$ cat config.mk
export PLATFORM = sky130hd
export DESIGN_NAME = pulse_gen
export DESIGN_NICKNAME = d
export VERILOG_FILES = /design/src/hw/stepper_pkg.sv /design/src/hw/pulse_gen.sv
export VERILOG_INCLUDE_DIRS = /design/src /design/src/hw
export SDC_FILE = /design/constraint.sdc
export NUM_CORES = 1
export LEC_CHECK = 0
export BUFFER_PORTS_ARGS = -buffer_cell sky130_fd_sc_hd__buf_2
export CORE_UTILIZATION = 35
export CTS_CLUSTER_SIZE = 16
export DETAILED_ROUTE_END_ITERATION = 10
export PLACE_DENSITY = 0.64
export SYNTH_ARGS = -nofsm -noshare
export SYNTH_HDL_FRONTEND = slang
export SYNTH_SLANG_ARGS = --single-unit
$ cat constraint.sdc
create_clock -name clk -period 3.3 [get_ports clk]
set_clock_uncertainty 0.1 [all_clocks]
set_input_delay 0.825 -clock clk [delete_from_list [all_inputs] [get_ports clk]]
set_output_delay 0.825 -clock clk [all_outputs]
set_load 0.02 [all_outputs]
$ cat src/hw/stepper_cfg.svh
`ifndef STEPPER_CFG_SVH
`define STEPPER_CFG_SVH

// motors sharing one speed table
`define STEP_MOTOR_NBR 4

// clock cycles per ring turn, >= motor count and >= 4
`define STEP_SLOT_DIV 8

// table entry width, a step period in slot ticks
`define STEP_SPEED_W 16

`define STEP_ADDR_W 9 // table index width

`define STEP_TAB_DEPTH (1 << `STEP_ADDR_W)

`define STEP_COUNT_W 16 // step count and position

`endif

$ cat src/hw/stepper_pkg.sv
`include "stepper_cfg.svh"

package stepper_pkg;

	// step period, counted in slot ticks
	typedef logic [`STEP_SPEED_W-1:0] speed_t;

	typedef logic [`STEP_ADDR_W-1:0] tab_addr_t;

	// step count or position, wraps
	typedef logic [`STEP_COUNT_W-1:0] step_t;

	// move command, latched on start
	typedef struct packed {
		step_t     steps;
		tab_addr_t limit; // highest ramp index
		logic      dir;   // 1 counts position up
	} motor_cmd_t;

	typedef struct packed {
		logic   busy;
		speed_t rt_speed;
		step_t  position;
	} motor_stat_t;

	typedef enum logic [1:0] {
		idle,
		fetch, // waiting for own slot to read the table
		run,
		last   // timing the final step
	} move_state_e;

endpackage

$ cat src/hw/pulse_gen.sv
`timescale 1ns/10ps
`include "stepper_cfg.svh"

module pulse_gen (
	input  logic                     clk,
	input  logic                     resetn,
	input  logic                     slot,
	input  logic                     load,
	input  stepper_pkg::speed_t      rd_data,
	input  logic                     busy,
	input  logic                     dir,
	output logic                     drive,
	output logic                     step_done,
	output stepper_pkg::motor_stat_t stat
);
	stepper_pkg::speed_t period;
	stepper_pkg::speed_t cnt;
	stepper_pkg::step_t  position;
	logic                armed; // a period is loaded and counting
	logic                expire;

	assign expire = slot && armed && cnt == stepper_pkg::speed_t'(1);

	always_ff @(posedge clk) begin
		if (!resetn) begin
			armed <= 1'b0;
			drive <= 1'b0;
			position <= '0;
		end else begin
			drive <= expire; // one cycle, right after the slot tick
			if (load) begin
				armed <= 1'b1;
			end else if (expire) begin
				armed <= 1'b0;
			end
			if (drive) begin
				position <= dir ? position + 1'b1 : position - 1'b1;
			end
		end
	end

	// the fetch slot tick of this step has already passed at load
	always_ff @(posedge clk) begin
		if (load) begin
			period <= rd_data;
			cnt <= rd_data - 1'b1;
		end else if (slot && armed) begin
			cnt <= cnt - 1'b1;
		end
	end

	assign step_done = drive;

	assign stat.busy = busy;
	assign stat.rt_speed = busy ? period : '0;
	assign stat.position = position;

endmodule

== Word-level counts from Yosys, hierarchy flattened ==
Cells that the tools add are included.

* Logic and storage cells: 20
* Bits of input ports: 22
* Bits in registers: 50
* Output and inout bits: 35

* Equal/unequal tests: 1
* Multiplexer cells: 6
* Add/sub/neg operators: 4
* Reduce and logical (&&, ||, !) cells: 4

{| class="wikitable"
|+ Operators by type and width
! cell !! number
|-
| $mux W16 || 4
|-
| $sub A16 B1 Y16 const B || 3
|-
| $add A16 B1 Y16 const B || 1
|-
| $eq A16 B1 Y1 const B || 1
|-
| $reduce_bool A2 Y1 || 2
|-
| $logic_and A1 B1 Y1 || 2
|-
| $mux W1 || 2
|}

== Longest topological paths before layout ==
Gate-level depths: netlist (run 1).

* Depth in word-level cells: 4
* Mapped depth: 8
* Depth with buffers taken out: 7

== Worst setup path after synthesis (run 1) ==
No wires, ideal clock.

* Path kind: input -> register
* From: input dir
* To: register position[14]
* Data required time: 3.068 ns
* Cell stages on the path: 7
* Path buffers: 0
* Setup slack: 0.356 ns
* Data arrival time: 2.712 ns
* Library setup time: 0.132 ns
* Cells stage by stage: inv_1 -> ha_1 -> nor2b_1 -> o31ai_1 -> a2111oi_0 -> o21ai_0 -> or3b_2

* Cells in the longest elaborated chain, start to end: 1

{| class="wikitable"
|+ RTL lines
! what !! RTL line !! RTL
|-
| start, declared || pulse_gen.sv:11 || <nowiki>input logic dir,</nowiki>
|-
| $mux W16 || pulse_gen.sv:37 || <nowiki>position <= dir ? position + 1'b1 : position - 1'b1;</nowiki>
|-
| end signal, assigned || pulse_gen.sv:37 ||
|-
| end, declared || pulse_gen.sv:18 || <nowiki>stepper_pkg::step_t position;</nowiki>
|}

No other way between the ends.
A chain may end at the register's enable or synchronous reset.

== Worst setup path after layout (run 1) ==
* From: input dir
* To: register position[13]

Same word-level chain as after synthesis.

==> results.sh, run 1 <==
export IMPL_path_class="input pin to flop"
export IMPL_worst_hold_path_type="flop to flop"
export IMPL_finalHoldViolCount=0
export IMPL_grt_pass1_wl_mm=12.6
export IMPL_grt_max_degree=29
export IMPL_pwr_share_clk_pct=30.6
export IMPL_syn_area_um2=3280
export IMPL_slew_viol_final=0
export IMPL_cts_tree="yes"
export IMPL_dr_total_vias=2779
export IMPL_drc_errors=0
export IMPL_dp_cells=505
export IMPL_die_w_um=98.8
export IMPL_ys_ff_latch=50
export IMPL_grt_pass1_vias=2527
export IMPL_slew_headroom_pct=58.7
export IMPL_finalNonFillerCells=513
export IMPL_die_y_um=98.8
export IMPL_comb_power_share_pct=14.7
export IMPL_syn_nets=388
export IMPL_num_rows=34
export IMPL_cts_clk_slew_worst_paths_ns=0.11
export IMPL_setup_viol=0
export IMPL_io_pins=57
export IMPL_routabilityCongestion=0.897
export IMPL_yosysSeqAreaShare_pct=40.3
export IMPL_ctsHtreeMaxLevel=2
export IMPL_period_share_pct=83.5
export IMPL_cp_required_ns=3.40
export IMPL_status="complete, no violations"
export IMPL_cp_start_kind="input pin"
export IMPL_clock_sinks=50
export IMPL_yosysMostFrequentCell="nor2_1"
export IMPL_synth_simple_gate_area_share_pct=22.3
export IMPL_synth_top_family_by_area="simple AND/OR/NAND/NOR gates"
export IMPL_ys_async_sr_fraction_pct=0
export IMPL_die_area_um2=9760
export IMPL_power_leakage_nw=1.58
export IMPL_cts_root_buf="clkbuf_8"
export IMPL_io_buffers=56
export IMPL_cp_arrival_ns=2.86
export IMPL_drive_above_1_share_pct=21.5
export IMPL_vdd_drop_max_mv=0.152
export IMPL_p_per_area_nw_per_um2=353
export IMPL_yosys_top_cells_count="nor2_1 (36), edfxtp_1 (32), nand2_1 (24)"
export IMPL_worstMarginPinSlew_ns=0.619
export IMPL_switching_share_pct=29.4
export IMPL_synth_top_cell_area_share_pct=29.3
export IMPL_synthDistinctLibCells=52
export IMPL_synth_edf_count=32
export IMPL_p_seq_share_pct=54.7
export IMPL_core_area_um2=8890
export IMPL_dp_hpwl_mm=5.62
export IMPL_dr_pass1_iters=4
export IMPL_antenna_found_initial=0
export IMPL_start_util_pct=36.9
export IMPL_critPathMaxFanout=15
export IMPL_viasPerCell=5.42
export IMPL_max_freq_ghz=0.363
export IMPL_fin_setup_tns_ns=0
export IMPL_synthFlopType="edfxtp_1"
export IMPL_final_util_pct=42.8
export IMPL_diodes=0
export IMPL_drt_initial_drc_count=122
export IMPL_overflow=0
export IMPL_worstSkewPairLatency_ns=0.32
export IMPL_final_net_count=444
export IMPL_reg2reg_slack_ns=0.73
export IMPL_nFillCells=849
export IMPL_switchingPower_mw=0.395
export IMPL_synthAdderAreaFrac_pct=7.10
export IMPL_internal_power_mw=0.949
export IMPL_cts_resized_gates=0
export IMPL_cts_buffers=5
export IMPL_end_kind="flop"
export IMPL_ant_nets=0
export IMPL_area_growth_pct=16.1
export IMPL_rsz0062_at_grt="false"
export IMPL_grt_usage_pct=16.1
export IMPL_synth_area_top_cells="edfxtp_1 (29%), dfxtp_1 (11%), ha_1 (6.5%)"
export IMPL_maxCapViolations=0
export IMPL_post_synth_top_area_cell="edfxtp_1"
export IMPL_synth_compound_area_share_pct=17.4
export IMPL_fin_crit_ns=2.76
export IMPL_drt_wl_total_mm=7.53
export IMPL_yosysWarnings=0
export IMPL_synth_xor_area_share_pct=7.21
export IMPL_post_cts_buffers=0
export IMPL_syn_instance_count=348
export IMPL_yosys_mux_area_fraction_pct=2.14
export IMPL_cts_hold_buf=0
export IMPL_syn_avg_cell_area_um2=9.42
export IMPL_wl_per_cell_um=14.7
export IMPL_clock_path_buffers=2
-- sequential cells by signal, indices dropped and copies added (netlist names) --
register and flops:
cnt 16, position 16, armed 1, drive 1, period 16
-- critical path, stage by stage --
cell and delay, ns:
buf_2 0.13, inv_1 0.09, buf_12 0.16, ha_1 0.31, a211oi_1 0.43, o21ai_0 0.22
a221oi_1 0.34, buf_4 0.20, or4_1 0.10, nand3_1 0.07
-- per-layer routing --
metal / global-route usage, % / routed length [um] / vias to the layer above
li1: - / - / 1412
met1: 24.2 / 3980 / 1292
met2: 23.5 / 3180 / 67
met3: 2.62 / 284 / 8
met4: 4.82 / 85 / 0
met5: 0 / 0 / -
-- power groups by stage --
| stage | Clock [mW] | Sequential, mW | Combinational [mW] |
|---|---|---|---|
| floorplan | 0 | 0.743 | 0.127 |
| global placement | 0 | 0.746 | 0.193 |
| detailed placement | 0 | 0.749 | 0.197 |
| CTS | 0.424 | 0.735 | 0.198 |
| global route | 0.443 | 0.741 | 0.220 |
| finish | 0.411 | 0.735 | 0.197 |
-- area by class of cell --
class | count | area, um^2 | share of cell area [%]
clock inverter | 3 | 28.8 | 0.756
tap | 108 | 135 | 3.55
multi-input combinational | 269 | 1840 | 48.3
clock buffer | 5 | 68.8 | 1.81
inverter | 12 | 45.0 | 1.18
sequential | 50 | 1320 | 34.7
timing repair buffer | 66 | 368 | 9.66
-- worst paths after layout --
| path | startpoint | to | cells after the start |
|---|---|---|---|
| hold reg to reg | position[7] | position[7] | 2 |
| setup / recovery | dir | position[13] | 10 |
| setup reg to reg | position[0] | position[14] | 7 |
| hold / removal | position[7] | position[7] | 2 |
-- kinds of logic (layout without fill, tap and decap cells) --
logic type	after synthesis	after routing
buf+inv	29	86
mux	7	7
flops	50	50
compound gates	82	82
fa+ha+maj	18	18
xor+xnor	27	27
simple gates	135	135
-- per-stage QoR --
step	hold WS, ns	setup slack (ns)	area, um^2	power, mW
after floorplan	0.383	0.356	3280	0.870
after global routing	0.440	0.393	3810	1.40
after global placement	0.369	0.255	3710	0.939
after detailed placement	0.382	0.223	3710	0.946
after CTS	0.400	0.572	3810	1.36
final	0.398	0.544	3810	1.34
-- cells in the final DEF (no fill, tap or decap), types with 6 or more instances in the layout --
cell type	Yosys	routed
and2_1	16	16
mux2i_1	7	7
a31oi_1	6	6
inv_1	11	11
xor2_1	12	12
nor2_1	36	36
a211oi_1	9	9
buf_4	2	9
o21ai_0	13	13
dfxtp_1	18	18
xnor2_1	15	15
nand3_1	13	13
nor3_1	10	10
a21o_1	11	11
a21oi_1	13	13
nor4_1	7	7
edfxtp_1	32	32
nand2_1	24	24
ha_1	17	17
buf_2	1	56
Power figures use the tool's default switching activity.
==> run 2: changes to the inputs <==
Settings changed: PLACE_DENSITY 0.64 to 0.66.
Clock period 3.3 ns to 2.47 ns, I/O delays scaled along.
==> run 2 against run 1 <==
  * Non-clock buffer count increased by 50
  * Count of clock-buffer cells in the layout unchanged
  * Global-route usage increased by 1.5 points
  * Worst hold slack got worse by 0.011 ns
  * Cell area increased by 13%
  * Worst setup slack got worse by 0.45 ns
  * Via count increased by 8.2%
  * Critical path depth decreased by 2
  * Flip-flop and latch count unchanged
  * Wire length increased by 12%
  * Clock power increased by 31%
  * Combinational power increased by 60%
  * Critical path type unchanged
  * Largest cell class unchanged
  * Highest routed layer unchanged
==> results.sh, run 2 (synthesis results as in run 1) <==
export IMPL_nFillCells=817
export IMPL_slew_headroom_pct=66.5
export IMPL_period_share_pct=96.0
export IMPL_status="complete, no violations"
export IMPL_fin_setup_tns_ns=0
export IMPL_start_util_pct=36.9
export IMPL_largestRegisters="cnt: 16 flops, period: 16 flops, position: 16 flops"
export IMPL_drive_above_1_share_pct=32.7
export IMPL_die_area_um2=9760
export IMPL_power_leakage_nw=1.82
export IMPL_cts_tree="yes"
export IMPL_cts_root_buf="clkbuf_8"
export IMPL_num_rows=34
export IMPL_multi_input_area_um2=1950
export IMPL_rsz0062_at_grt="false"
export IMPL_vdd_drop_max_mv=0.207
export IMPL_internal_power_mw=1.30
export IMPL_fin_crit_ns=2.37
export IMPL_viasPerCell=5.34
export IMPL_setup_viol=0
export IMPL_path_class="input pin to flop"
export IMPL_p_per_area_nw_per_um2=427
export IMPL_grt_pass1_wl_mm=13.7
export IMPL_ctsHtreeMaxLevel=2
export IMPL_grt_usage_pct=17.6
export IMPL_diodes=0
export IMPL_crit_chain="buf_2, buf_4, fa_1, nor2b_4, o31ai_4, a2111oi_2, nor3_1, or3b_4"
export IMPL_grt_max_degree=27
export IMPL_cp_arrival_ns=2.48
export IMPL_io_buffers=56
export IMPL_comb_power_share_pct=17.2
export IMPL_final_net_count=494
export IMPL_worstMarginPinSlew_ns=0.503
export IMPL_cpPeakStageDelay_ns=0.48
export IMPL_final_common_cell="buf_4"
export IMPL_end_kind="flop"
export IMPL_clock_path_buffers=2
export IMPL_maxCapViolations=0
export IMPL_core_area_um2=8890
export IMPL_drt_wl_total_mm=8.40
export IMPL_ant_nets=0
export IMPL_routabilityCongestion=0.869
export IMPL_worst_hold_path_type="flop to flop"
export IMPL_cts_buffers=5
export IMPL_die_y_um=98.8
export IMPL_dr_pass1_iters=4
export IMPL_seq_area_um2=1320
export IMPL_overflow=0
export IMPL_switchingPower_mw=0.535
export IMPL_whs_ns=0.387
export IMPL_antenna_found_initial=0
export IMPL_cts_clk_slew_worst_paths_ns=0.11
export IMPL_io_pins=57
export IMPL_worstSkewPairLatency_ns=0.31
export IMPL_slew_viol_final=0
export IMPL_area_growth_pct=31.0
export IMPL_cp_start_kind="input pin"
export IMPL_grt_pass1_vias=2815
export IMPL_p_seq_share_pct=53.4
export IMPL_finalHoldViolCount=0
export IMPL_max_freq_ghz=0.422
export IMPL_dp_hpwl_mm=6.48
export IMPL_crit_path_top_delay_cell="fa_1"
export IMPL_cp_required_ns=2.58
export IMPL_critPathMaxFanout=4
export IMPL_dr_total_vias=3006
export IMPL_layout_common_cells="buf_4 (59), buf_2 (56), nor2_1 (36), edfxtp_1 (32), nand2_1 (24)"
export IMPL_switching_share_pct=29.1
export IMPL_clock_sinks=50
export IMPL_drc_errors=0
export IMPL_pwr_share_clk_pct=29.4
export IMPL_wl_per_cell_um=14.9
export IMPL_drt_initial_drc_count=182
export IMPL_die_w_um=98.8
run 2: cell count changes in the layout (fill, tap and decap cells not counted), sizes merged:
cell,before,now
inv,13,11
buf,66,116
clkinv,2,3
clkinvlp,0,1
run 2: layer usage:
| layer | wire, um | share of wire [%] | global-route usage [%] | vias up |
|---|---|---|---|---|
| met5 | 0 | 0 | 0 | - |
| met4 | 163 | 1.9 | 6.66 | 0 |
| met3 | 412 | 4.9 | 2.41 | 12 |
| met2 | 3830 | 46 | 28.1 | 102 |
| met1 | 4000 | 48 | 24.3 | 1380 |
| li1 | - | - | - | 1512 |
run 2: final cells by class:
| class | count | area share [%] |
|---|---|---|
| multi-input combinational | 269 | 45.4 |
| sequential | 50 | 30.8 |
| timing repair buffer | 116 | 17.3 |
| tap | 108 | 3.15 |
| clock buffer | 5 | 1.60 |
| inverter | 12 | 1.14 |
| clock inverter | 3 | 0.670 |
run 2: path summary, 6_finish.rpt:
kind                                   from  cells past startpoint            to  slack [ns]
worst max-delay path                    dir                      8  position[14]         0.1
worst min-delay path            position[7]                      2   position[7]        0.39
worst max register to register  position[1]                      7  position[14]        0.25
worst min register to register  position[7]                      2   position[7]        0.39
run 2: repair_timing:
action                                  4_1_cts  5_1_grt
hold buffers                                  0        0
buffers inserted                              1        1
endpoints found under the setup margin        2        2
resized for setup                             0        4
endpoints found under the hold margin         0        0
pin swaps                                     1        2
cloned                                        0        0
run 2: per-stage QoR:
| step | power, mW | cell area (um^2) | setup WS [ns] | util (%) | std cells |
|---|---|---|---|---|---|
| final | 1.84 | 4300 | 0.0986 | 48.3 | 563 |
| after global placement | 1.30 | 4150 | -0.279 | 46.7 | 553 |
| after CTS | 1.85 | 4270 | 0.111 | 48.0 | 562 |
| after detailed placement | 1.31 | 4150 | -0.353 | 46.7 | 553 |
| after global routing | 1.92 | 4300 | 0.0132 | 48.3 | 563 |
| after floorplan | 1.17 | 3380 | -0.0882 | - | 348 |
run 2: power groups by stage:
stage | Combinational, mW | Sequential (mW) | Clock [mW]
after floorplan | 0.176 | 0.992 | 0
after global placement | 0.301 | 0.998 | 0
after detailed placement | 0.308 | 1.00 | 0
after CTS | 0.314 | 0.981 | 0.556
after global routing | 0.345 | 0.988 | 0.584
final | 0.315 | 0.981 | 0.540
run 2: worst max-delay path, delay by kind of cell:
kind                     cells  cell delay [ns]
AO/OA/AOI/OAI                2             0.49
adder cells (fa/ha/maj)      1             0.48
buffers and inverters        2             0.26
AND/OR/NAND/NOR              3             0.62
