<file path="src/hw/stepper_cfg.svh">
`ifndef STEPPER_CFG_SVH
`define STEPPER_CFG_SVH

// motors sharing one speed table
`define STEP_MOTOR_NBR 4

// clock cycles per ring turn, >= motor count and >= 4
`define STEP_SLOT_DIV 8

// table entry width, a step period in slot ticks
`define STEP_SPEED_W 16

`define STEP_ADDR_W 9 // table index width

`define STEP_TAB_DEPTH (1 << `STEP_ADDR_W)

`define STEP_COUNT_W 16 // step count and position

`endif

</file>
<file path="src/hw/stepper_pkg.sv">
`include "stepper_cfg.svh"

package stepper_pkg;

	// step period, counted in slot ticks
	typedef logic [`STEP_SPEED_W-1:0] speed_t;

	typedef logic [`STEP_ADDR_W-1:0] tab_addr_t;

	// step count or position, wraps
	typedef logic [`STEP_COUNT_W-1:0] step_t;

	// move command, latched on start
	typedef struct packed {
		step_t     steps;
		tab_addr_t limit; // highest ramp index
		logic      dir;   // 1 counts position up
	} motor_cmd_t;

	typedef struct packed {
		logic   busy;
		speed_t rt_speed;
		step_t  position;
	} motor_stat_t;

	typedef enum logic [1:0] {
		idle,
		fetch, // waiting for own slot to read the table
		run,
		last   // timing the final step
	} move_state_e;

endpackage

</file>
<file path="src/hw/move_ctrl.sv">
`timescale 1ns/10ps
`include "stepper_cfg.svh"

module move_ctrl (
	input  logic                    clk,
	input  logic                    resetn,
	input  logic                    slot,
	input  logic                    cmd_start,
	input  stepper_pkg::motor_cmd_t cmd,
	input  stepper_pkg::tab_addr_t  tab_top,
	input  logic                    step_done,
	output logic                    rd_en,
	output stepper_pkg::tab_addr_t  rd_addr,
	output logic                    load,
	output logic                    busy,
	output logic                    dir
);
	stepper_pkg::move_state_e state;
	stepper_pkg::step_t       elapsed; // steps already pulsed
	stepper_pkg::step_t       remain;  // steps left, current one included
	stepper_pkg::tab_addr_t   limit;
	stepper_pkg::step_t       index;
	logic [1:0]               load_pipe;
	logic                     accept;

	function automatic stepper_pkg::step_t min_step(
		input stepper_pkg::step_t a,
		input stepper_pkg::step_t b
	);
		return (a < b) ? a : b;
	endfunction

	assign accept = cmd_start && state == stepper_pkg::idle && cmd.steps != '0;

	// up ramp, down ramp, then the cruise limit and the table top
	always_comb begin
		index = min_step(elapsed, remain - 1'b1);
		index = min_step(index, stepper_pkg::step_t'(limit));
		index = min_step(index, stepper_pkg::step_t'(tab_top));
	end

	assign rd_en = slot && state == stepper_pkg::fetch;
	assign rd_addr = rd_en ? stepper_pkg::tab_addr_t'(index) : '0;
	assign load = load_pipe[1]; // table data lands 2 cycles after the slot
	assign busy = state != stepper_pkg::idle;

	always_ff @(posedge clk) begin
		if (!resetn) begin
			state <= stepper_pkg::idle;
			load_pipe <= '0;
			dir <= 1'b0;
		end else begin
			load_pipe <= {load_pipe[0], rd_en};
			case (state)
				stepper_pkg::idle: begin
					if (accept) begin
						state <= stepper_pkg::fetch;
						dir <= cmd.dir;
					end
				end
				stepper_pkg::fetch: begin
					if (slot) begin
						state <= (remain == 1) ? stepper_pkg::last : stepper_pkg::run;
					end
				end
				stepper_pkg::run: begin
					if (step_done) begin
						state <= stepper_pkg::fetch;
					end
				end
				stepper_pkg::last: begin
					if (step_done) begin
						state <= stepper_pkg::idle;
					end
				end
				default: begin
					state <= stepper_pkg::idle;
				end
			endcase
		end
	end

	// step counters
	always_ff @(posedge clk) begin
		if (accept) begin
			elapsed <= '0;
			remain <= cmd.steps;
			limit <= cmd.limit;
		end else if (step_done) begin
			elapsed <= elapsed + 1'b1;
			remain <= remain - 1'b1;
		end
	end

endmodule

</file>
<file path="config.mk">
export PLATFORM = sky130hd
export DESIGN_NAME = move_ctrl
export DESIGN_NICKNAME = d
export VERILOG_FILES = /design/src/hw/stepper_pkg.sv /design/src/hw/move_ctrl.sv
export VERILOG_INCLUDE_DIRS = /design/src /design/src/hw
export SDC_FILE = /design/constraint.sdc
export NUM_CORES = 1
export LEC_CHECK = 0
export BUFFER_PORTS_ARGS = -buffer_cell sky130_fd_sc_hd__clkbuf_2
export CORE_UTILIZATION = 55
export DETAILED_ROUTE_END_ITERATION = 8
export HOLD_SLACK_MARGIN = 0.12
export PLACE_DENSITY = 0.84
export SLEW_MARGIN = 20
export SYNTH_ARGS = -nofsm -noshare
export SYNTH_HDL_FRONTEND = slang
export SYNTH_SLANG_ARGS = --single-unit
</file>
<file path="constraint.sdc">
create_clock -name clk -period 10.8 [get_ports clk]
set_clock_uncertainty 0.15 [all_clocks]
set_input_delay 1.62 -clock clk [delete_from_list [all_inputs] [get_ports clk]]
set_output_delay 1.62 -clock clk [all_outputs]
set_load 0.02 [all_outputs]
</file>
======== Word level (Yosys, flattened, before mapping) ========
Index checks and enable logic that the tools add are counted.
storage, ports and cells
  register bits ........................... 46
operators by class
  $add $sub $neg .......................... 2
  order comparisons ....................... 3
  equal/unequal tests ..................... 8
  mux-type cells .......................... 12
  reduce and logical (&&, ||, !) cells .... 9
operators with widths
  cell                     number
  $mux W16                 4
  $lt A16 B9 Y1            2
  $mux W9                  2
  $add A16 B1 Y16 const B  1
  $eq A16 B1 Y1 const B    1
  $lt A16 B16 Y1           1
  $reduce_bool A16 Y1      1
  $sub A16 B1 Y16 const B  1
  $mux W2                  4
  $ne A2 B2 Y1 const B     4
  $pmux W2 S4              1
  $eq A2 B2 Y1 const B     2
  $reduce_and A4 Y1        1
  $reduce_bool A2 Y1       2
  $logic_and A1 B1 Y1      3
  $eq A2 B1 Y1 const B     1
  $logic_not A2 Y1         1
  $reduce_and A2 Y1        1
  $mux W1                  1

======== Depth between registers and ports, before layout ========
Gate-level depths: netlist of the first run.
  depth in word-level cells ............... 8
  mapped depth ............................ 33

======== Worst setup path before layout of the first run ========
OpenSTA, ideal clock, no wires.
  path type ............................... register to output
  start ................................... register remain[5]
  end ..................................... output rd_addr[1]
  arrival time ............................ 8.506 ns
  path slack .............................. 0.524 ns
  stages on the path, launching flop included .. 33
  cell sequence ........................... edfxtp_1 -> or4_4 -> buf_6 -> or3_1 -> or4_1 -> xor2_1 -> ha_1 -> nand4_1 -> nor4_1 -> a22oi_1 -> nand2_1 -> clkbuf_1 -> buf_1 -> a21oi_1 -> ha_1 -> nor2b_1 -> o21a_1 -> o21a_1 -> a2111oi_0 -> o211ai_1 -> a21oi_1 -> mux2i_1 -> inv_1 -> ha_1 -> a21o_1 -> a21o_1 -> a21oi_1 -> inv_1 -> a2111oi_0 -> and3b_1 -> buf_1 -> a211oi_1 -> a211oi_2
between the ends
  word-level cells in the longest chain between the ends .. 8
RTL lines
  item                      RTL line         text
  start: declaration        move_ctrl.sv:20  stepper_pkg::step_t remain;
  start signal: assignment  move_ctrl.sv:87  remain <= cmd.steps;
  start signal: assignment  move_ctrl.sv:91  remain <= remain - 1'b1;
  $sub A16 B1 Y16 (*)       move_ctrl.sv:37  index = min_step(elapsed, remain - 1'b1);
  $lt A16 B16 Y1            move_ctrl.sv:30  return (a < b) ? a : b;
  $mux W16 (*)              move_ctrl.sv:30
  $lt A16 B9 Y1             move_ctrl.sv:30
  $mux W16 (*)              move_ctrl.sv:30
  $lt A16 B9 Y1             move_ctrl.sv:30
  $mux W9 (*)               move_ctrl.sv:30
  $mux W9 (*)               move_ctrl.sv:43  assign rd_addr = rd_en ? stepper_pkg::tab_addr_t'(index) : '0;
  end: declaration          move_ctrl.sv:13  output stepper_pkg::tab_addr_t rd_addr,
Every way passes the cells marked *; elsewhere a longest branch is shown, timed or not.

======== Worst setup path in the final report of the first run ========
  start ................................... register remain[0]
  end ..................................... output rd_addr[1]
The elaborated chain is that of the path after synthesis.

==> results of run 1 <==
[metal layers]
metal / vias up / GRT usage (%) / part of all wire (%)
met4: 0 / 7.54 / 1.6
met3: 19 / 5.33 / 6.1
met2: 103 / 41.5 / 46
li1: 1584 / - / -
met5: - / 0 / 0
met1: 1449 / 34.4 / 47
[power breakdown]
group | switching, mW | internal [mW]
registers | 0.0216 | 0.207
clock network | 0.0591 | 0.0693
logic | 0.0826 | 0.0537
[flip-flops by register name (all words and copies together), names as in the netlist]
signal     flops
limit          9
load_pipe      2
dir            1
remain        16
elapsed       16
state          2
[layout make-up]
type / instances / area (um2)
Clock buffer: 6 / 72.6
Clock inverter: 2 / 36.3
Sequential cell: 46 / 1170
Inverter: 36 / 135
Fill cell: 508 / 2100
Timing Repair Buffer: 56 / 290
Tap cell: 75 / 93.8
Multi-Input combinational cell: 306 / 2160
[cell families after synthesis]
group / share of synthesized area (%)
and+or+nand+nor: 19.0
AOI/OAI and AO/OA: 21.0
buffers and inverters: 5.87
DFF: 33.3
adders and majority gates: 12.1
xor gates and xnor gates: 6.22
muxes: 2.56
[metrics by stage]
step	hold WS (ns)	util (%)	area (um2)	cells
6_report	0.289	65.3	3960	527
2_1_floorplan	0.262	-	3520	403
3_3_place_gp	0.269	63.2	3830	519
5_1_grt	0.321	65.3	3960	527
3_5_place_dp	0.270	63.2	3830	519
4_1_cts	0.290	65.0	3940	527
[final timing paths]
kind                startpoint      endpoint  slack, ns  depth (start not counted)
setup / recovery     remain[0]    rd_addr[1]       0.64                         32
hold / removal    load_pipe[0]  load_pipe[1]       0.29                          1
setup reg to reg     remain[0]    remain[12]       8.00                          7
hold reg to reg   load_pipe[0]  load_pipe[1]       0.29                          1
[worst max-delay path, delay by kind of cell, from the launching register on]
family / cells / cell delay, ns
AND/OR/NAND/NOR: 9 / 2.64
adder cells (fa/ha/maj): 4 / 1.14
flip-flops: 1 / 0.51
XOR/XNOR: 1 / 0.14
multiplexers: 1 / 0.34
AO/OA/AOI/OAI: 13 / 2.85
buffers and inverters: 4 / 0.48
[synth_stat cells, types with 10 or more instances]
cell type	n	area, um2
clkbuf_1	10	37.5
inv_1	35	131
nand2_1	19	71.3
nor2_1	50	188
o21ai_0	14	70.1
nor4_1	13	81.3
dfxtp_1	21	420
ha_1	34	425
a21oi_1	37	185
xor2_1	10	87.6
a211oi_1	11	82.6
edfxtp_1	25	751
xnor2_1	15	131
[repair_timing]
action / 4_1_cts / 5_1_grt
resized for setup: 1 / 6
buffers inserted: 0 / 0
setup endpoints to repair: 8 / 9
==> out/summary.txt, run 1 <==
Seq/Total Area, Yosys = 33.3%
Worst-Margin Slew = 0.802 ns
Commonest non-fill, non-tap cell in the layout = clkbuf_2
Crit Path Class = reg2out
CP max-delay cell = or4b_2
Gpl congestion = 0.949
Die area = 6720 um2
Worst VDD drop = 103 uV
RSZ-0062 raised after global routing = no
Fin crit share = 94.1%
Largest net degree at the start of global routing = 35
Setup Viol. Count Final = 0
Yosys reg bits = 46
Fmax = 98.4 MHz
Synthesized Nets = 477
Post-DRT Antenna Nets = 0
WL final = 8.42 mm
Mapped Area = 3520 um2
Post-synth EDFFs = 25
Layout cell share with drive strength beyond 1 = 18.4%
DRC Markers = 0
Grt total ovfl = 0
First-pass GRT wire length = 13.0 mm
WP data arrival = 8.39 ns
Antenna violations before repair = 0
Mapped Cells = 403
CTS Root Cell = clkbuf_8
Max-slew violations = 0
IO Port Bufs = 52
Clock Pin Slew Worst Setup and Hold Paths = 0.09 ns
Die X = 82.0 um
WL/cell = 16.0 um
Most frequent cells in the layout = 52 x clkbuf_2, 50 x nor2_1, 36 x a21oi_1
Chip Height = 82.0 um
Pleak = 1.82 nW
Total power = 0.493 mW
Final worst setup slack = 0.639 ns
Initial drt markers = 170
Drt first pass iters = 4
Longest Clk Path Bufs = 2
Largest stage delay on the critical path = 0.66 ns
Synth warnings = 0
Avg Vias per Cell = 5.99
Final hold violations = 0
Syn_area_per_cell = 8.73 um2
Startpoint types = flop
CTS buffer count = 5
CP Capture Type = output pin
Global Route Usage Sum = 25.7%
Synth unique cells = 52
Max-cap viol count = 0
Via Count = 3,155
Hold buffers post-CTS = 0
Number of placement rows = 28
H-tree depth = 2
Initial Util = 58.1%
Fraction of registers with async set/reset = 0%
Worst-Skew Late Latency = 0.30 ns
Core area = 6060 um2
Status = complete, no violations
Crit Path Max Fanout = 18
Power density cells = 125 nW/um2
Setup TNS = 0 ns
Crit path top cell by count = ha_1
Number of global-route vias before repair = 2,833
Worst Path Required = 9.03 ns
CTS sink count = 46
Place WS = 0.278 ns
CTS tree = done
Final nets = 525
Tmin final = 10.16 ns
Post-synth top flop = edfxtp_1
Layout area overhead = 12.6%
Diode count = 0
Hold Path Class = reg2reg
DP HPWL = 6.66 mm
I/O pin count = 53
Rel. slew slack = 46.5%
Note: power is estimated with default switching activity, not from simulation.
==> run 2: changes to the inputs <==
--- a/config.mk
+++ b/config.mk
@@ -10,7 +10,7 @@
 export CORE_UTILIZATION = 55
 export DETAILED_ROUTE_END_ITERATION = 8
 export HOLD_SLACK_MARGIN = 0.12
-export PLACE_DENSITY = 0.84
+export PLACE_DENSITY = 0.86
 export SLEW_MARGIN = 20
 export SYNTH_ARGS = -nofsm -noshare
 export SYNTH_HDL_FRONTEND = slang
==> out/summary.txt, run 2 (synthesis gave the netlist of run 1 again) <==
Power density cells = 119 nW/um2 (was 125 nW/um2)
IO Port Bufs = 52 (unchanged)
Core area = 6060 um2 (unchanged)
Worst Hold Path Cells = 1 (unchanged)
Antenna violations before repair = 0 (unchanged)
RR Endpoint = remain[12] (unchanged)
WL/cell = 16.0 um (about the same)
CTS Root Cell = clkbuf_8 (unchanged)
Biggest regs = elapsed (16), remain (16), limit (9) (unchanged)
Global Route Usage Sum = 26.1% (was 25.7%)
Rel. slew slack = 46.7% (was 46.5%)
Sw Share = 34.6% (was 33.1%)
Clock Power Share = 21.9% (was 26.0%)
CTS tree = done (unchanged)
Via Count = 3,270 (was 3,155)
Fill cells = 507 (was 508)
Crit path to = rd_addr[8] (was rd_addr[1])
Setup TNS = 0 ns (unchanged)
Worst Path Required = 9.03 ns (about the same)
Layout area overhead = 11.7% (was 12.6%)
Max-slew violations = 0 (unchanged)
Crit Path Max Fanout = 16 (was 18)
Setup Viol. Count Final = 0 (unchanged)
Crit path launch = remain[0] (unchanged)
Crit Path Class = reg2out (unchanged)
Gpl congestion = 1.03 (was 0.949)
I/O pin count = 53 (unchanged)
Gate power share = 29.0% (was 27.6%)
Post-DRT Antenna Nets = 0 (unchanged)
Crit path top cell by count = ha_1 (unchanged)
Initial Util = 58.1% (unchanged)
Fin crit share = 95.0% (was 94.1%)
Largest stage delay on the critical path = 0.67 ns (was 0.66 ns)
Longest Clk Path Bufs = 2 (unchanged)
Internal power = 0.306 mW (was 0.330 mW)
Final worst setup slack = 0.540 ns (was 0.639 ns)
Pleak = 1.81 nW (was 1.82 nW)
CP delay by family, top = compound AO/OA/AOI/OAI gates (unchanged)
WP data arrival = 8.49 ns (was 8.39 ns)
CP max-delay cell = or4b_2 (unchanged)
Commonest non-fill, non-tap cell in the layout = clkbuf_2 (unchanged)
Hold Path Class = reg2reg (unchanged)
Place WS = 0.246 ns (was 0.278 ns)
Seq pwr share = 49.1% (was 46.4%)
Max-cap viol count = 0 (unchanged)
Drt first pass iters = 6 (was 4)
Grt total ovfl = 0 (unchanged)
Critical path buffers and inverters = 4 (unchanged)
Clock Pin Slew Worst Setup and Hold Paths = 0.08 ns (was 0.09 ns)
Chip Height = 82.0 um (unchanged)
Die X = 82.0 um (unchanged)
Storage element area = 1170 um2 (unchanged)
Status = complete, no violations (unchanged)
Multi-input logic area = 2160 um2 (about the same)
Worst-Skew Late Latency = 0.30 ns (about the same)
CTS sink count = 46 (unchanged)
Worst VDD drop = 99.2 uV (was 103 uV)
DP HPWL = 6.54 mm (was 6.66 mm)
Largest net degree at the start of global routing = 35 (unchanged)
H-tree depth = 2 (unchanged)
CTS buffer count = 5 (unchanged)
Tmin final = 10.26 ns (was 10.16 ns)
Die area = 6720 um2 (unchanged)
WL final = 8.45 mm (was 8.42 mm)
Diode count = 0 (unchanged)
Layout cell share with drive strength beyond 1 = 18.1% (was 18.4%)
Initial drt markers = 223 (was 170)
Number of global-route vias before repair = 2,975 (was 2,833)
R2r worst-path depth = 7 (unchanged)
RSZ-0062 raised after global routing = no (unchanged)
R2r setup slk = 7.98 ns (was 8.00 ns)
Final nets = 525 (unchanged)
Most frequent cells in the layout = 52 x clkbuf_2, 50 x nor2_1, 36 x a21oi_1 (unchanged)
Sw Pwr = 0.162 mW (was 0.163 mW)
Worst-Margin Slew = 0.794 ns (was 0.802 ns)
CP Capture Type = output pin (unchanged)
First-pass GRT wire length = 13.4 mm (was 13.0 mm)
Final hold violations = 0 (unchanged)
Total power = 0.468 mW (was 0.493 mW)
Startpoint types = flop (unchanged)
Critical path depth in cells = 32 (unchanged)
Number of placement rows = 28 (unchanged)
Fmax = 97.5 MHz (was 98.4 MHz)
Worst R2R Start = remain[0] (unchanged)
Avg Vias per Cell = 6.20 (was 5.99)
DRC Markers = 0 (unchanged)
==> run 2: cell type report <==
| class | instances | area share (%) |
|---|---|---|
| repair buffers | 56 | 7.39 |
| well taps | 75 | 2.39 |
| clock inverters | 2 | 0.255 |
| clock buffers | 6 | 1.85 |
| multi-input cells | 306 | 54.9 |
| inverters | 36 | 3.44 |
| flip-flops and latches | 46 | 29.8 |
==> run 2: what timing repair did <==
item                                    4_1_cts  5_1_grt
endpoints found under the setup margin        8        9
gates resized for setup                       1        5
hold buffers                                  0        0
cloned                                        0        0
setup buffers                                 0        0
==> run 2: metal layers <==
| metal | part of all wire (%) | vias up | global-route usage [%] | routed length (um) |
|---|---|---|---|---|
| met3 | 7.4 | 32 | 5.67 | 626 |
| li1 | - | 1573 | - | - |
| met1 | 43 | 1509 | 33.6 | 3670 |
| met4 | 2.2 | 0 | 9.12 | 184 |
| met2 | 47 | 156 | 42.9 | 3970 |
| met5 | 0 | - | 0 | 0 |
==> run 2: through the flow <==
step | hold WS [ns] | utilization, % | area, um2 | cells
6_report | 0.290 | 64.8 | 3930 | 527
5_1_grt | 0.313 | 64.8 | 3930 | 527
3_3_place_gp | 0.268 | 63.2 | 3830 | 519
4_1_cts | 0.292 | 64.6 | 3920 | 527
2_1_floorplan | 0.262 | - | 3520 | 403
3_5_place_dp | 0.272 | 63.2 | 3830 | 519
==> run 2: worst min path at each step <==
| stage | to | start | slack (ns) |
|---|---|---|---|
| after detailed placement | load_pipe[1] | load_pipe[0] | 0.27 |
| after global routing | load_pipe[1] | load_pipe[0] | 0.31 |
| after global placement | load_pipe[1] | load_pipe[0] | 0.27 |
| after floorplan | load_pipe[1] | load_pipe[0] | 0.26 |
| final | load_pipe[1] | load_pipe[0] | 0.29 |
| after CTS | load_pipe[1] | load_pipe[0] | 0.29 |
==> run 2: power by group through the flow <==
stage	logic [mW]	registers, mW	clock network, mW
after CTS	0.132	0.229	0.102
final	0.136	0.229	0.102
after floorplan	0.0964	0.225	0
after global routing	0.148	0.231	0.108
after detailed placement	0.129	0.233	0
after global placement	0.127	0.231	0
==> run 2: worst reg2reg max path, stage by stage, from the launching register on <==
cell and delay [ns]:
edfxtp_1 0.51, inv_1 0.13, ha_1 0.24, or4b_2 0.67, or2_2 0.35, nor4_1 0.25, xnor2_1 0.20, a21oi_1 0.09
==> run 3: changes to the inputs <==
--- a/config.mk
+++ b/config.mk
@@ -10,7 +10,7 @@
 export CORE_UTILIZATION = 55
 export DETAILED_ROUTE_END_ITERATION = 8
 export HOLD_SLACK_MARGIN = 0.12
-export PLACE_DENSITY = 0.86
+export PLACE_DENSITY = 0.77
 export SLEW_MARGIN = 20
 export SYNTH_ARGS = -nofsm -noshare
 export SYNTH_HDL_FRONTEND = slang
==> out/summary.txt, run 3 (synthesis gave the netlist of run 1 again) <==
Met3 Resource Use GR = 4.44% (was 5.67%)
I/O pin count = 53 (unchanged)
Hold Path Class = reg2reg (unchanged)
Worst-Margin Slew = 0.810 ns (was 0.794 ns)
DP HPWL = 6.78 mm (was 6.54 mm)
Diode count = 0 (unchanged)
Grt total ovfl = 0 (unchanged)
Initial drt markers = 204 (was 223)
Global Route met1 Usage = 34.8% (was 33.6%)
WL final = 8.52 mm (was 8.45 mm)
CTS sink count = 46 (unchanged)
Top Usage Layer GRT = met2 (unchanged)
CTS Root Cell = clkbuf_8 (unchanged)
Hold path start = load_pipe[0] (unchanged)
R2r worst-path depth = 6 (was 7)
Drt first pass iters = 5 (was 6)
Number of placement rows = 28 (unchanged)
Pleak = 1.82 nW (was 1.81 nW)
Setup Buffers After CTS = 0 (unchanged)
Fin crit share = 94.1% (was 95.0%)
Startpoint types = flop (unchanged)
Inst Count DP = 519 (unchanged)
Non-filler cells, final = 527 (unchanged)
Global Route Usage Sum = 26.5% (was 26.1%)
Crit Path Class = reg2out (unchanged)
RR Endpoint = remain[15] (was remain[12])
Largest net degree at the start of global routing = 35 (unchanged)
IO Port Bufs = 52 (unchanged)
Max-slew violations = 0 (unchanged)
Fmax = 98.4 MHz (was 97.5 MHz)
Biggest regs = elapsed (16), remain (16), limit (9) (unchanged)
Rel. slew slack = 45.7% (was 46.7%)
Avg Vias per Cell = 6.03 (was 6.20)
CP max-delay cell = or4b_2 (unchanged)
Die area = 6720 um2 (unchanged)
Antenna violations before repair = 0 (unchanged)
Tmin final = 10.16 ns (was 10.26 ns)
WL/cell = 16.2 um (was 16.0 um)
CTS buffer count = 5 (unchanged)
H-tree depth = 2 (unchanged)
Longest Clk Path Bufs = 2 (unchanged)
Worst VDD drop = 84.9 uV (was 99.2 uV)
Worst Path Required = 9.03 ns (about the same)
Max-cap viol count = 0 (unchanged)
Worst Hold Path Cells = 1 (unchanged)
Final hold violations = 0 (unchanged)
Clock Pin Slew Worst Setup and Hold Paths = 0.08 ns (about the same)
Largest stage delay on the critical path = 0.67 ns (about the same)
Core area = 6060 um2 (unchanged)
Number of global-route vias before repair = 2,880 (was 2,975)
CTS tree = done (unchanged)
CP Capture Type = output pin (unchanged)
Fin Hold WS = 0.290 ns (about the same)
Global Route met2 Usage = 43.8% (was 42.9%)
Final nets = 525 (unchanged)
Worst R2R Start = remain[5] (was remain[0])
Layout area overhead = 12.5% (was 11.7%)
First-pass GRT wire length = 13.5 mm (was 13.4 mm)
Most frequent cells in the layout = 52 x clkbuf_2, 50 x nor2_1, 36 x a21oi_1 (unchanged)
DRC Markers = 0 (unchanged)
Crit path top cell by count = ha_1 (unchanged)
Post-DRT Antenna Nets = 0 (unchanged)
Gpl congestion = 0.885 (was 1.03)
Power density cells = 124 nW/um2 (was 119 nW/um2)
Hold Path End = load_pipe[1] (unchanged)
Via Count = 3,178 (was 3,270)
Setup Viol. Count Final = 0 (unchanged)
WP data arrival = 8.39 ns (was 8.49 ns)
Status = complete, no violations (unchanged)
Crit Path Max Fanout = 11 (was 16)
Chip Height = 82.0 um (unchanged)
Layout cell share with drive strength beyond 1 = 18.1% (unchanged)
Die X = 82.0 um (unchanged)
Worst-Skew Late Latency = 0.30 ns (about the same)
Commonest non-fill, non-tap cell in the layout = clkbuf_2 (unchanged)
R2r setup slk = 7.96 ns (was 7.98 ns)
Initial Util = 58.1% (unchanged)
Hold buffers post-CTS = 0 (unchanged)
## run 3: cell types whose count changed in the layout (fill, tap and decap cells not counted)
cell and change:
clkinv_2 -2, clkbuf_1 +1, a2111oi_2 +1, bufinv_16 +1
a2111oi_1 -1
## run 3: power breakdown
group,total (mW),leakage [nW],internal [mW],switching [mW]
registers,0.229,0.413,0.207,0.0214
logic,0.137,1.36,0.0540,0.0826
clock network,0.126,0.0524,0.0693,0.0568
## run 3: final cells by class
cell class	instances	area (um2)
inverter	36	135
sequential	46	1170
tap	75	93.8
timing repair buffer	56	290
clock inverter	1	30.0
fill	544	2100
multi-input combinational	306	2160
clock buffer	7	76.3
## run 3: timing repair
item                       4_1_cts  5_1_grt
pin swaps                        0        0
setup endpoints to repair        8        9
resized for setup                1        6
## run 3: worst max-delay path by stage
stage	start	depth (start not counted)	slack (ns)	endpoint
after floorplan	remain[5]	32	0.52	rd_addr[1]
after global placement	remain[0]	33	0.62	rd_addr[1]
after detailed placement	remain[0]	33	0.27	rd_addr[4]
after CTS	remain[0]	33	0.04	rd_addr[4]
after global routing	remain[0]	31	-0.006	rd_addr[4]
final	remain[0]	31	0.64	rd_addr[4]
## run 3: metal layers
layer | up-vias | wire length [um]
met1 | 1475 | 3840
met5 | - | 0
met3 | 18 | 451
li1 | 1574 | -
met2 | 111 | 4060
met4 | 0 | 175
## run 3: critical path: cells and delay by family, from the launching register on
kind	cells	cell delay (ns)
xor gates and xnor gates	1	0.26
DFF	1	0.51
and+or+nand+nor	5	1.77
muxes	1	0.30
adders and majority gates	4	1.18
AOI/OAI and AO/OA	15	3.36
buffers and inverters	5	0.72
## run 3: metrics by stage
stage | power (mW) | worst slack (ns) | util, % | cell area (um2) | TNS (ns)
after floorplan | 0.321 | 0.524 | - | 3520 | 0
after global placement | 0.360 | 0.622 | 63.2 | 3830 | 0
after detailed placement | 0.364 | 0.274 | 63.2 | 3830 | 0
after CTS | 0.491 | 0.0361 | 65.0 | 3940 | 0
after global routing | 0.517 | -0.00646 | 65.3 | 3960 | -0.0154
final | 0.491 | 0.636 | 65.3 | 3960 | 0
